==> config.mk <==
export PLATFORM = sky130hd
export DESIGN_NAME = cpuFrontEnd
export DESIGN_NICKNAME = d
export VERILOG_FILES = /design/src/common/cpuPkg.sv /design/src/source/cpuFrontEnd.sv /design/src/source/cycleSequencer.sv /design/src/frontEnd/opcodeDecoder.sv /design/src/frontEnd/instructionLoader.sv /design/src/frontEnd/interruptController.sv /design/src/source/pulseSlower.sv
export VERILOG_INCLUDE_DIRS = /design/src /design/src/common
export SDC_FILE = /design/constraint.sdc
export NUM_CORES = 1
export LEC_CHECK = 0
export BUFFER_PORTS_ARGS = -buffer_cell sky130_fd_sc_hd__buf_2
export CAP_MARGIN = 20
export CORE_MARGIN = 2
export CORE_UTILIZATION = 58
export DETAILED_ROUTE_END_ITERATION = 10
export PLACE_DENSITY = 0.89
export SYNTH_ARGS = -nofsm -noshare
export SYNTH_HDL_FRONTEND = slang
export SYNTH_SLANG_ARGS = --single-unit
export TNS_END_PERCENT = 20
==> constraint.sdc <==
create_clock -name clk -period 5.8 [get_ports clk]
set_input_delay 1.45 -clock clk [delete_from_list [all_inputs] [get_ports clk]]
set_output_delay 1.45 -clock clk [all_outputs]
set_load 0.005 [all_outputs]
==> src/common/cpu_consts.svh <==
`ifndef CPU_CONSTS_SVH
`define CPU_CONSTS_SVH

// Clock cycles per bus cycle
`define SLOW_DIVIDE 4

// Low byte addresses of the vectors, high byte follows at +1
`define VECTOR_NMI   16'hFFFA
`define VECTOR_RESET 16'hFFFC
`define VECTOR_IRQ   16'hFFFE

// Opcode forced into the opcode register when an interrupt is accepted
`define BRK_OPCODE 8'h00

// Bus cycles of an interrupt or reset sequence, fetch included
`define INTERRUPT_CYCLES 7

// Opcodes that touch the I flag
`define SEI_OPCODE 8'h78
`define CLI_OPCODE 8'h58

`endif
==> src/common/cpuPkg.sv <==
package cpuPkg;

    typedef enum logic [3:0] {
        implied,
        immediate,
        zeroPage,
        zeroPageX,
        absolute,
        absoluteX,  // Also covers abs,Y
        indirectX,
        indirectY,
        relative
    } addrMode_e;

    typedef enum logic [1:0] {
        plain,
        setI,
        clearI,
        brk
    } instrClass_e;

    // Ordered by nothing, priority lives in the interrupt controller
    typedef enum logic [1:0] {
        none,
        reset,
        nmi,
        irq
    } intSource_e;

    typedef struct packed {
        instrClass_e opClass;
        addrMode_e   mode;
        logic [1:0]  bytes;
        logic [2:0]  cycles;  // Bus cycles from fetch to next fetch
    } decoded_t;

    typedef struct packed {
        logic [7:0] opcode;
        intSource_e source;  // none for a byte read from memory
    } fetch_t;

endpackage

==> src/source/cpuFrontEnd.sv <==
module cpuFrontEnd import cpuPkg::*; (
    input  logic clk, rst, ready,
    input  logic nonMaskableInterrupt, interruptRequest,  // Active low
    input  logic [7:0] dataBusInput,
    output logic [15:0] addressBus,
    output logic sync, cycleStrobe,
    output decoded_t currentOp
);
    logic slowPulse;
    logic step, fetchNow, opRetired;
    logic takeInterrupt;
    intSource_e pending;
    fetch_t fetch;
    decoded_t decoded;

    assign cycleStrobe = step;
    assign currentOp   = decoded;

    pulseSlower pulseSlower (
        .clk(clk),
        .rst(rst),
        .slowPulse(slowPulse)
    );

    interruptController interruptController (
        .clk(clk),
        .rst(rst),
        .step(step),
        .nonMaskableInterrupt(nonMaskableInterrupt),
        .interruptRequest(interruptRequest),
        .takeInterrupt(takeInterrupt),
        .opRetired(opRetired),
        .retiredClass(decoded.opClass),
        .pending(pending),
        .iFlag()
    );

    instructionLoader instructionLoader (
        .clk(clk),
        .rst(rst),
        .step(step),
        .fetchNow(fetchNow),
        .dataBusInput(dataBusInput),
        .pending(pending),
        .fetch(fetch),
        .takeInterrupt(takeInterrupt)
    );

    opcodeDecoder opcodeDecoder (
        .fetch(fetch),
        .decoded(decoded)
    );

    cycleSequencer cycleSequencer (
        .clk(clk),
        .rst(rst),
        .slowPulse(slowPulse),
        .ready(ready),
        .dataBusInput(dataBusInput),
        .decoded(decoded),
        .fetchSource(fetch.source),
        .step(step),
        .fetchNow(fetchNow),
        .opRetired(opRetired),
        .addressBus(addressBus),
        .sync(sync)
    );

endmodule

==> src/source/cycleSequencer.sv <==
`include "cpu_consts.svh"

module cycleSequencer import cpuPkg::*; (
    input  logic clk, rst, slowPulse, ready,
    input  logic [7:0] dataBusInput,
    input  decoded_t decoded,
    input  intSource_e fetchSource,
    output logic step, fetchNow, opRetired,
    output logic [15:0] addressBus,
    output logic sync
);
    logic [15:0] pc;
    logic [2:0] stepCount;  // 0 is the fetch cycle
    logic [7:0] vectorLow;
    logic booting;  // Reset sequence, its fetch cycle is hidden
    logic [2:0] lastCount;
    logic [2:0] byteCount;
    logic [2:0] operandOffset;
    logic vectorCycle;
    logic [15:0] vectorBase;

    assign step      = slowPulse & ready;
    assign fetchNow  = (stepCount == 3'd0);
    assign sync      = step & fetchNow & ~booting;
    assign opRetired = step & (stepCount == 3'd1);

    assign lastCount = decoded.cycles - 3'd1;
    assign byteCount = {1'b0, decoded.bytes};

    // Last two cycles of a BRK read the vector
    assign vectorCycle = (decoded.opClass == brk) && !fetchNow
                         && (stepCount >= decoded.cycles - 3'd2);

    always_comb begin
        case (fetchSource)
            reset:   vectorBase = `VECTOR_RESET;
            nmi:     vectorBase = `VECTOR_NMI;
            default: vectorBase = `VECTOR_IRQ;  // IRQ and a fetched BRK
        endcase
    end

    // Operand bytes first, then hold the last one
    assign operandOffset = (stepCount < byteCount) ? stepCount : byteCount - 3'd1;

    assign addressBus = vectorCycle ? vectorBase + {15'd0, stepCount == lastCount}
                                    : pc + {13'd0, operandOffset};

    always_ff @(posedge clk) begin
        if (rst) begin
            pc        <= '0;
            stepCount <= '0;
            booting   <= 1'b1;
        end
        else if (step) begin
            if (fetchNow) begin
                stepCount <= 3'd1;
                booting   <= 1'b0;
            end
            else if (stepCount == lastCount) begin
                stepCount <= '0;
                if (decoded.opClass == brk)
                    pc <= {dataBusInput, vectorLow};
                else
                    pc <= pc + {14'd0, decoded.bytes};
            end
            else begin
                stepCount <= stepCount + 3'd1;
            end
        end
    end

    always_ff @(posedge clk) begin
        if (step && vectorCycle && stepCount != lastCount)
            vectorLow <= dataBusInput;
    end

    syncAtPc: assert property (@(posedge clk) disable iff (rst)
        sync |-> addressBus == pc);

    countInRange: assert property (@(posedge clk) disable iff (rst)
        stepCount != 3'd0 |-> stepCount < decoded.cycles);

endmodule

==> src/frontEnd/opcodeDecoder.sv <==
`include "cpu_consts.svh"

module opcodeDecoder import cpuPkg::*; (
    input  fetch_t fetch,
    output decoded_t decoded
);
    logic [2:0] aaa;
    logic [2:0] bbb;
    logic [1:0] cc;
    addrMode_e mode;
    instrClass_e opClass;

    assign {aaa, bbb, cc} = fetch.opcode;

    always_comb begin
        if (fetch.source != none || fetch.opcode == `BRK_OPCODE)
            opClass = brk;
        else if (fetch.opcode == `SEI_OPCODE)
            opClass = setI;
        else if (fetch.opcode == `CLI_OPCODE)
            opClass = clearI;
        else
            opClass = plain;
    end

    always_comb begin
        mode = implied;
        if (cc == 2'b01) begin
            case (bbb)
                3'b000: mode = indirectX;
                3'b001: mode = zeroPage;
                3'b010: mode = immediate;
                3'b011: mode = absolute;
                3'b100: mode = indirectY;
                3'b101: mode = zeroPageX;
                default: mode = absoluteX;  // abs,Y and abs,X
            endcase
        end
        else if (cc != 2'b11) begin
            case (bbb)
                3'b000: mode = aaa[2] ? immediate : implied;  // LDX/LDY/CPY/CPX #
                3'b001: mode = zeroPage;
                3'b011: mode = absolute;
                3'b100: mode = (cc == 2'b00) ? relative : implied;
                3'b101: mode = zeroPageX;
                3'b111: mode = absoluteX;
                default: mode = implied;
            endcase
        end
    end

    always_comb begin
        decoded.opClass = opClass;
        decoded.mode    = mode;
        case (mode)
            implied:   {decoded.bytes, decoded.cycles} = {2'd1, 3'd2};
            immediate: {decoded.bytes, decoded.cycles} = {2'd2, 3'd2};
            zeroPage:  {decoded.bytes, decoded.cycles} = {2'd2, 3'd3};
            zeroPageX: {decoded.bytes, decoded.cycles} = {2'd2, 3'd4};
            absolute:  {decoded.bytes, decoded.cycles} = {2'd3, 3'd4};
            absoluteX: {decoded.bytes, decoded.cycles} = {2'd3, 3'd4};
            indirectX: {decoded.bytes, decoded.cycles} = {2'd2, 3'd6};
            indirectY: {decoded.bytes, decoded.cycles} = {2'd2, 3'd5};
            default:   {decoded.bytes, decoded.cycles} = {2'd2, 3'd2};
        endcase
        if (opClass == brk) begin
            decoded.mode   = implied;
            decoded.bytes  = 2'd1;
            decoded.cycles = 3'(`INTERRUPT_CYCLES);
        end
    end

endmodule

==> src/frontEnd/instructionLoader.sv <==
`include "cpu_consts.svh"

module instructionLoader import cpuPkg::*; (
    input  logic clk, rst, step, fetchNow,
    input  logic [7:0] dataBusInput,
    input  intSource_e pending,
    output fetch_t fetch,
    output logic takeInterrupt
);
    logic loadNow;
    logic injecting;

    assign loadNow   = step & fetchNow;
    assign injecting = (pending != none);

    // One clock wide since step is
    assign takeInterrupt = loadNow & injecting;

    always_ff @(posedge clk) begin
        if (rst) begin
            fetch.opcode <= `BRK_OPCODE;
            fetch.source <= none;
        end
        else if (loadNow) begin
            if (injecting) begin
                fetch.opcode <= `BRK_OPCODE;  // Bus byte is dropped
            end
            else begin
                fetch.opcode <= dataBusInput;
            end
            fetch.source <= pending;
        end
    end

endmodule

==> src/frontEnd/interruptController.sv <==
module interruptController import cpuPkg::*; (
    input  logic clk, rst, step,
    input  logic nonMaskableInterrupt, interruptRequest,  // Both active low
    input  logic takeInterrupt, opRetired,
    input  instrClass_e retiredClass,
    output intSource_e pending,
    output logic iFlag
);
    logic [2:0] nmiShift;
    logic nmiFall;
    logic nmiLatch;
    logic resetPending;

    // Two flops of synchronizer, third one for the edge
    assign nmiFall = nmiShift[2] & ~nmiShift[1];

    always_ff @(posedge clk) begin
        if (rst) begin
            nmiShift     <= '1;  // Line idles high
            nmiLatch     <= 1'b0;
            resetPending <= 1'b1;
        end
        else begin
            nmiShift     <= {nmiShift[1:0], nonMaskableInterrupt};
            nmiLatch     <= (nmiLatch & ~(takeInterrupt && pending == nmi)) | nmiFall;
            resetPending <= resetPending & ~(takeInterrupt && pending == reset);
        end
    end

    always_comb begin
        if (resetPending)
            pending = reset;
        else if (nmiLatch)
            pending = nmi;
        else if (!interruptRequest && !iFlag)
            pending = irq;  // Level, masked
        else
            pending = none;
    end

    always_ff @(posedge clk) begin
        if (rst) begin
            iFlag <= 1'b1;
        end
        else if (step) begin
            if (takeInterrupt) begin
                iFlag <= 1'b1;
            end
            else if (opRetired) begin
                if (retiredClass == setI || retiredClass == brk)
                    iFlag <= 1'b1;
                else if (retiredClass == clearI)
                    iFlag <= 0;
            end
        end
    end

    takeSetsI: assert property (@(posedge clk) disable iff (rst)
        takeInterrupt |=> iFlag);

    takeClearsNmi: assert property (@(posedge clk) disable iff (rst)
        takeInterrupt && pending == nmi && !nmiFall |=> !nmiLatch);

endmodule

==> src/source/pulseSlower.sv <==
`include "cpu_consts.svh"

module pulseSlower (
    input  logic clk, rst,
    output logic slowPulse
);
    localparam int countWidth = $clog2(`SLOW_DIVIDE + 1);

    logic [countWidth-1:0] divideCount;

    // High for the last clock of every bus cycle
    assign slowPulse = (divideCount == countWidth'(`SLOW_DIVIDE - 1));

    always_ff @(posedge clk) begin
        if (rst) begin
            divideCount <= '0;
        end
        else if (slowPulse) begin
            divideCount <= '0;  // Wrap
        end
        else begin
            divideCount <= divideCount + 1'b1;
        end
    end

endmodule

# Yosys cells after proc, flatten, opt, wreduce, memory -nomap -nowiden
# Memory sizes are Yosys's and may differ from the RTL's.
# Index checks and enable logic that the tools add are counted.
# op_classes
muxes	25
eq_ne	21
reduce_logical	24
bitwise	14
magnitude_cmp	2
add_sub_neg	8
# ops
operator	n
$mux 16	2
$pmux 4 s6	1
$pmux 3 s6	1
$add 16x2->16	1
$add 16x3->16	1
$eq 8x7->1 const B	2
$mux 2	6
$mux 4	3
$eq 3x2->1 const B	3
$eq 3x3->1 const B	3
$mux 3	3
$mux 9	1
$and 1x1->1	8
$eq 2x1->1 const B	4
$eq 2x2->1 const B	4
$logic_not 8->1	1
$mux 8	1
$logic_and 1x1->1	7
$add 3x1->3 const B	2
$eq 3x1->1 const B	2
$logic_not 3->1	2
$pmux 3 s2	1
$reduce_and 3->1	2
$reduce_bool 2->1	3
19 further kinds	30
# word_totals
reg_bits	47
elab_cells	106
rom_bits	40
out_inout_bits	29
n_memories	1
# mem_list
memory	words	word_bits	rd	rd_clocked_by_memory_dff	write_ports	line_no	rtl
(name not given)	8	5	1	0	0	opcodeDecoder.sv:55	case (mode)

# Logic depth before layout (Yosys ltp)
# An unclocked memory read counts as a cell.
# depth
depth_word	13
depth_mapped	16
depth_no_buf	15

# Modules after synthesis
# Synthesis repeated with hierarchy kept, for this count alone.
# unflattened
hier_cells	386
hier_area_um2	3206.8
# modules_own_cells
mod	cells_each	seq_area_each_um2	instances	area_per_inst_um2
cycleSequencer	267	640.6	1	2165.8
instructionLoader	37	200.2	1	410.4
opcodeDecoder	49	0.0	1	306.5
interruptController	24	120.1	1	212.7
pulseSlower	9	60.1	1	111.4

# Worst setup path before layout
# Ideal clock, no wire load.
# synth_path
path_type	register -> output
start	register instructionLoader.fetch[4] (netlist name)
end	output addressBus[12]
path_buffers	1
path_stages_with_launch	16
t_arrival_ns	3.273
required_time_ns	4.350
setup_slack_ns	1.077
path_cell_list	dfxtp_1 buf_2 or4_4 o21a_1 nand2_1 ha_1 nor3_1 nand2_1 o21ai_0 ha_1 fa_1 a21oi_1 nor3_1 nand2_1 or3_1 nand3_1
# synth_via
elab_chain_cells	11
elab_cells_between_ends	34
# synth_rtl
item	line_no	rtl
$eq 3x3->1 (tied with other cells)	opcodeDecoder.sv:40	case (bbb)
$pmux 4 s6	opcodeDecoder.sv:40	
$mux 4	opcodeDecoder.sv:39	else if (cc != 2'b11) begin
$mux 4	opcodeDecoder.sv:28	if (cc == 2'b01) begin
$mem_v2 8x5	--	
$mux 5	opcodeDecoder.sv:55	
$mux 9	opcodeDecoder.sv:66	if (opClass == brk) begin
$lt 3x2->1 (tied with other cells)	cycleSequencer.sv:43	assign operandOffset = (stepCount < byteCount) ? stepCount : byteCount - 3'd1;
$mux 3 (tied with other cells)	cycleSequencer.sv:43	
$add 16x3->16 (tied with other cells)	cycleSequencer.sv:46	: pc + {13'd0, operandOffset};
$mux 16 *	cycleSequencer.sv:45	assign addressBus = vectorCycle ? vectorBase + {15'd0, stepCount == lastCount}
end, declared	cpuFrontEnd.sv:5	output logic [15:0] addressBus,
# Mark *: on every way between the ends. The rest lies on a longest branch, timed or not.

# Worst setup path after layout
# layout_path
start	register instructionLoader.fetch[6] (netlist name)
end	output addressBus[15]
# layout_via
elab_chain_cells	11
elab_cells_between_ends	34
# layout_rtl
item	line_no
$eq 3x3->1 (tied with other cells)	opcodeDecoder.sv:40
$pmux 4 s6	opcodeDecoder.sv:40
$mux 4	opcodeDecoder.sv:39
$mux 4	opcodeDecoder.sv:28
$mem_v2 8x5	--
$mux 5	opcodeDecoder.sv:55
$mux 9	opcodeDecoder.sv:66
$lt 3x2->1 (tied with other cells)	cycleSequencer.sv:43
$mux 3 (tied with other cells)	cycleSequencer.sv:43
$add 16x3->16 (tied with other cells)	cycleSequencer.sv:46
$mux 16 *	cycleSequencer.sv:45
# Marks and branches as above.

==> key figures <==
Routing
  – DR pass1 iterations: 5
  – Avg WL per Cell: 16.06 µm
  – Routed vias/inst: 6.251
  – Post-route DRC: 0
  – ANT nets after route: 0
  – Drt total wl: 8000 µm
  – Initial DRC Count: 247
  – Vias: 3113

Worst setup path
  – CP Capture Type: primary output
  – Req. time, crit path: 4.35 ns
  – Worst Path Arrival: 4.15 ns
  – Crit path max-delay cell type: or4_1
  – Worst setup path class: register to primary output
  – CP peak stage delay: 0.61 ns
  – Crit-path cells: or4_1 -> o21a_1 -> nand2_1 -> ha_1 -> o21ai_1 -> nand2_1 -> mux2i_1 -> ha_1 -> a21o_1 -> a21oi_1 -> buf_4 -> or3_1 -> or3_1 -> nand3_1 -> buf_2
  – CP max FO: 16
  – Worst Setup Start Kind: register

Synth
  – Top cell type by total area after synthesis: dfxtp_1
  – Main synth FF type: dfxtp_1
  – Largest cells by area after synthesis: dfxtp_1, edfxtp_1, a21oi_1, ha_1, nand2_1
  – Syn Std Cell Area: 0.003100 mm²
  – #FFs+latches synth: 47
  – Yosys cell types: 55
  – Top-area cell type share of the netlist area: 25.18%
  – Post-synth EDFFs: 8
  – Asr flop ratio synth: 0%
  – Syn_nets: 425
  – Sequential element share of the synthesized area: 32.93%
  – Syn_area_per_cell: 7.869 µm²
  – Cells after Synth: 394
  – Ys Warns: 0

Finish
  – Nets: 458
  – Layout Cells excl Fill: 498
  – Commonest non-fill, non-tap cells in the layout: a21oi_1, buf_2, dfxtp_1
  – Number of fill cells: 440
  – Antenna diode count: 0
  – Area Overhead vs Synth: 10.41%
  – Layout cells sized above 1: 15.89%
  – Fin util: 66.60%

CTS
  – Maximum level of the CTS H-tree: 2
  – Hold-fix buffers, CTS: 0
  – Clock Pin Slew Worst Setup and Hold Paths: 0.08 ns
  – TritonCTS clock tree: yes
  – Num CTS Buffers: 5
  – Clock latency at the later pin of the worst-skew pair: 0.30 ns
  – Sink Count: 47
  – Root Buffer: clkbuf_8
  – Deepest clock path buffer count: 2

STA
  – RSZ-0062 raised after global routing: true
  – Least-Margin Pin Slew: 1.194 ns
  – Clock skew: 0.008006 ns
  – Final Hold Viols: 0
  – Max transition margin: 20.26%
  – Worst hold slack: 0.4195 ns
  – Post-Route Setup TNS: 0 ns
  – Fin. max-slew vios: 0
  – Post-layout minimum cycle time: 5.595 ns
  – Max frequency: 178.7 MHz
  – Final setup viols: 0
  – Tcrit/Tclk final: 96.47%

Floorplan
  – Die width: 77.12 µm
  – Core area: 0.005140 mm²
  – Die height: 77.12 µm
  – Ports: 42
  – Initial Utilization: 60.32%
  – FP Rows: 26
  – Die area: 0.005947 mm²

Power
  – Pwr Density: 167.2 mW/mm²
  – Leak: 1.408 nW
  – Worst vdd ir: 0.0001393 V
  – Power, Total: 572.3 µW

Min path
  – Worst hold-check path type: register to register

GRT
  – Vias in the first global route: 2753
  – First-pass GRT wire length: 13260 µm
  – Pin count of the biggest net entering global routing: 40
  – GRT Resource Usage Total: 27.30%
  – Total grt overflow: 0
  – Initial antenna violation count: 0

Place
  – Final HPWL DP: 5775 µm
  – Gpl congestion: 0.8881
  – DP Cell Count: 489
  – # port buffers: 41

Outcome
  – Status: finished, final reports clean

Run
  – Max-Cap Viols: 0
[flip-flops by register name, summed over array words and instances, names as in the netlist]
register and cells:
cycleSequencer.booting 1, cycleSequencer.pc 16, cycleSequencer.stepCount 3, cycleSequencer.vectorLow 8, instructionLoader.fetch 10, interruptController.iFlag 1, interruptController.nmiLatch 1, interruptController.nmiShift 3
interruptController.resetPending 1, pulseSlower.divideCount 3
[Yosys cell counts (all sizes together) (4+ instances only)]
library cell / n
a21o: 8
or3: 9
nand3: 6
edfxtp: 8
xnor2: 10
nand2: 38
a21oi: 41
dfxtp: 39
nor2b: 4
nor3: 21
nor2: 35
clkbuf: 10
nand4: 6
a211oi: 4
or2: 5
o22ai: 11
mux2i: 5
nand2b: 9
and3: 5
o21ai: 23
buf: 11
ha: 16
a22oi: 8
inv: 24
a2111oi: 4
[worst max-delay path: cells and delay by family (launching register included)]
family                   cells  cell delay (ns)
AO/OA/AOI/OAI                4             0.54
AND/OR/NAND/NOR              6             1.82
adder cells (fa/ha/maj)      2             0.60
buffers and inverters        2             0.29
multiplexers                 1             0.17
flip-flops                   1             0.45
[routing by layer]
layer | GRT usage, % | vias up | routed length [µm]
li1 | - | 1474 | -
met1 | 37.42 | 1456 | 3545
met2 | 42.81 | 155 | 3646
met3 | 5.059 | 28 | 581
met4 | 10.36 | 0 | 227
met5 | 0 | - | 0
[cell families after synthesis]
group	count (synthesis)	share of synthesized area (%)
mux	5	1.614
buf+inv	45	6.255
flops	47	32.93
fa+ha+maj	18	7.748
compound gates	114	23.29
xor+xnor	13	3.672
simple gates	152	24.50
[layout make-up]
type,instances,area (µm²),area share (%)
Tap cell,70,87.58,2.558
Clock inverter,2,11.26,0.3289
Timing Repair Buffer,47,250.2,7.310
Sequential cell,47,1021,29.82
Multi-Input combinational cell,302,1891,55.23
Inverter,24,90.09,2.632
Clock buffer,6,72.57,2.120
[power by group]
part | switching [mW] | leakage, nW | internal (mW)
Combinational | 0.0211 | 0.975 | 0.0138
Sequential | 0.00294 | 0.387 | 0.336
Clock | 0.114 | 0.0455 | 0.0849
Total | 0.138 | 1.41 | 0.434
[path summary, 6_finish.rpt]
kind                                                    from                                    endpoint  slack (ns)  cells past startpoint
setup / recovery     instructionLoader.fetch[6]$_SDFFE_PP0P_                              addressBus[15]        0.20                     15
hold / removal    interruptController.nmiShift[0]$_SDFF_PP1_  interruptController.nmiShift[1]$_SDFF_PP1_        0.42                      1
setup reg to reg     instructionLoader.fetch[6]$_SDFFE_PP0P_           cycleSequencer.pc[3]$_SDFFE_PP0P_        1.86                     11
hold reg to reg   interruptController.nmiShift[0]$_SDFF_PP1_  interruptController.nmiShift[1]$_SDFF_PP1_        0.42                      1
[what timing repair did]
action / CTS / global route
buffers inserted: 0 / 1
endpoints found under the setup margin: 0 / 5
hold endpoints to repair: 0 / 0
gates resized for setup: 0 / 1
[per-stage QoR]
stage,setup WS [ns],area (µm²)
2_1_floorplan,1.077,3100
3_3_place_gp,0.5976,3319
3_5_place_dp,0.4750,3327
4_1_cts,0.1286,3411
5_1_grt,-0.07353,3423
6_report,0.2046,3423
(Power assumes the default switching activity.)
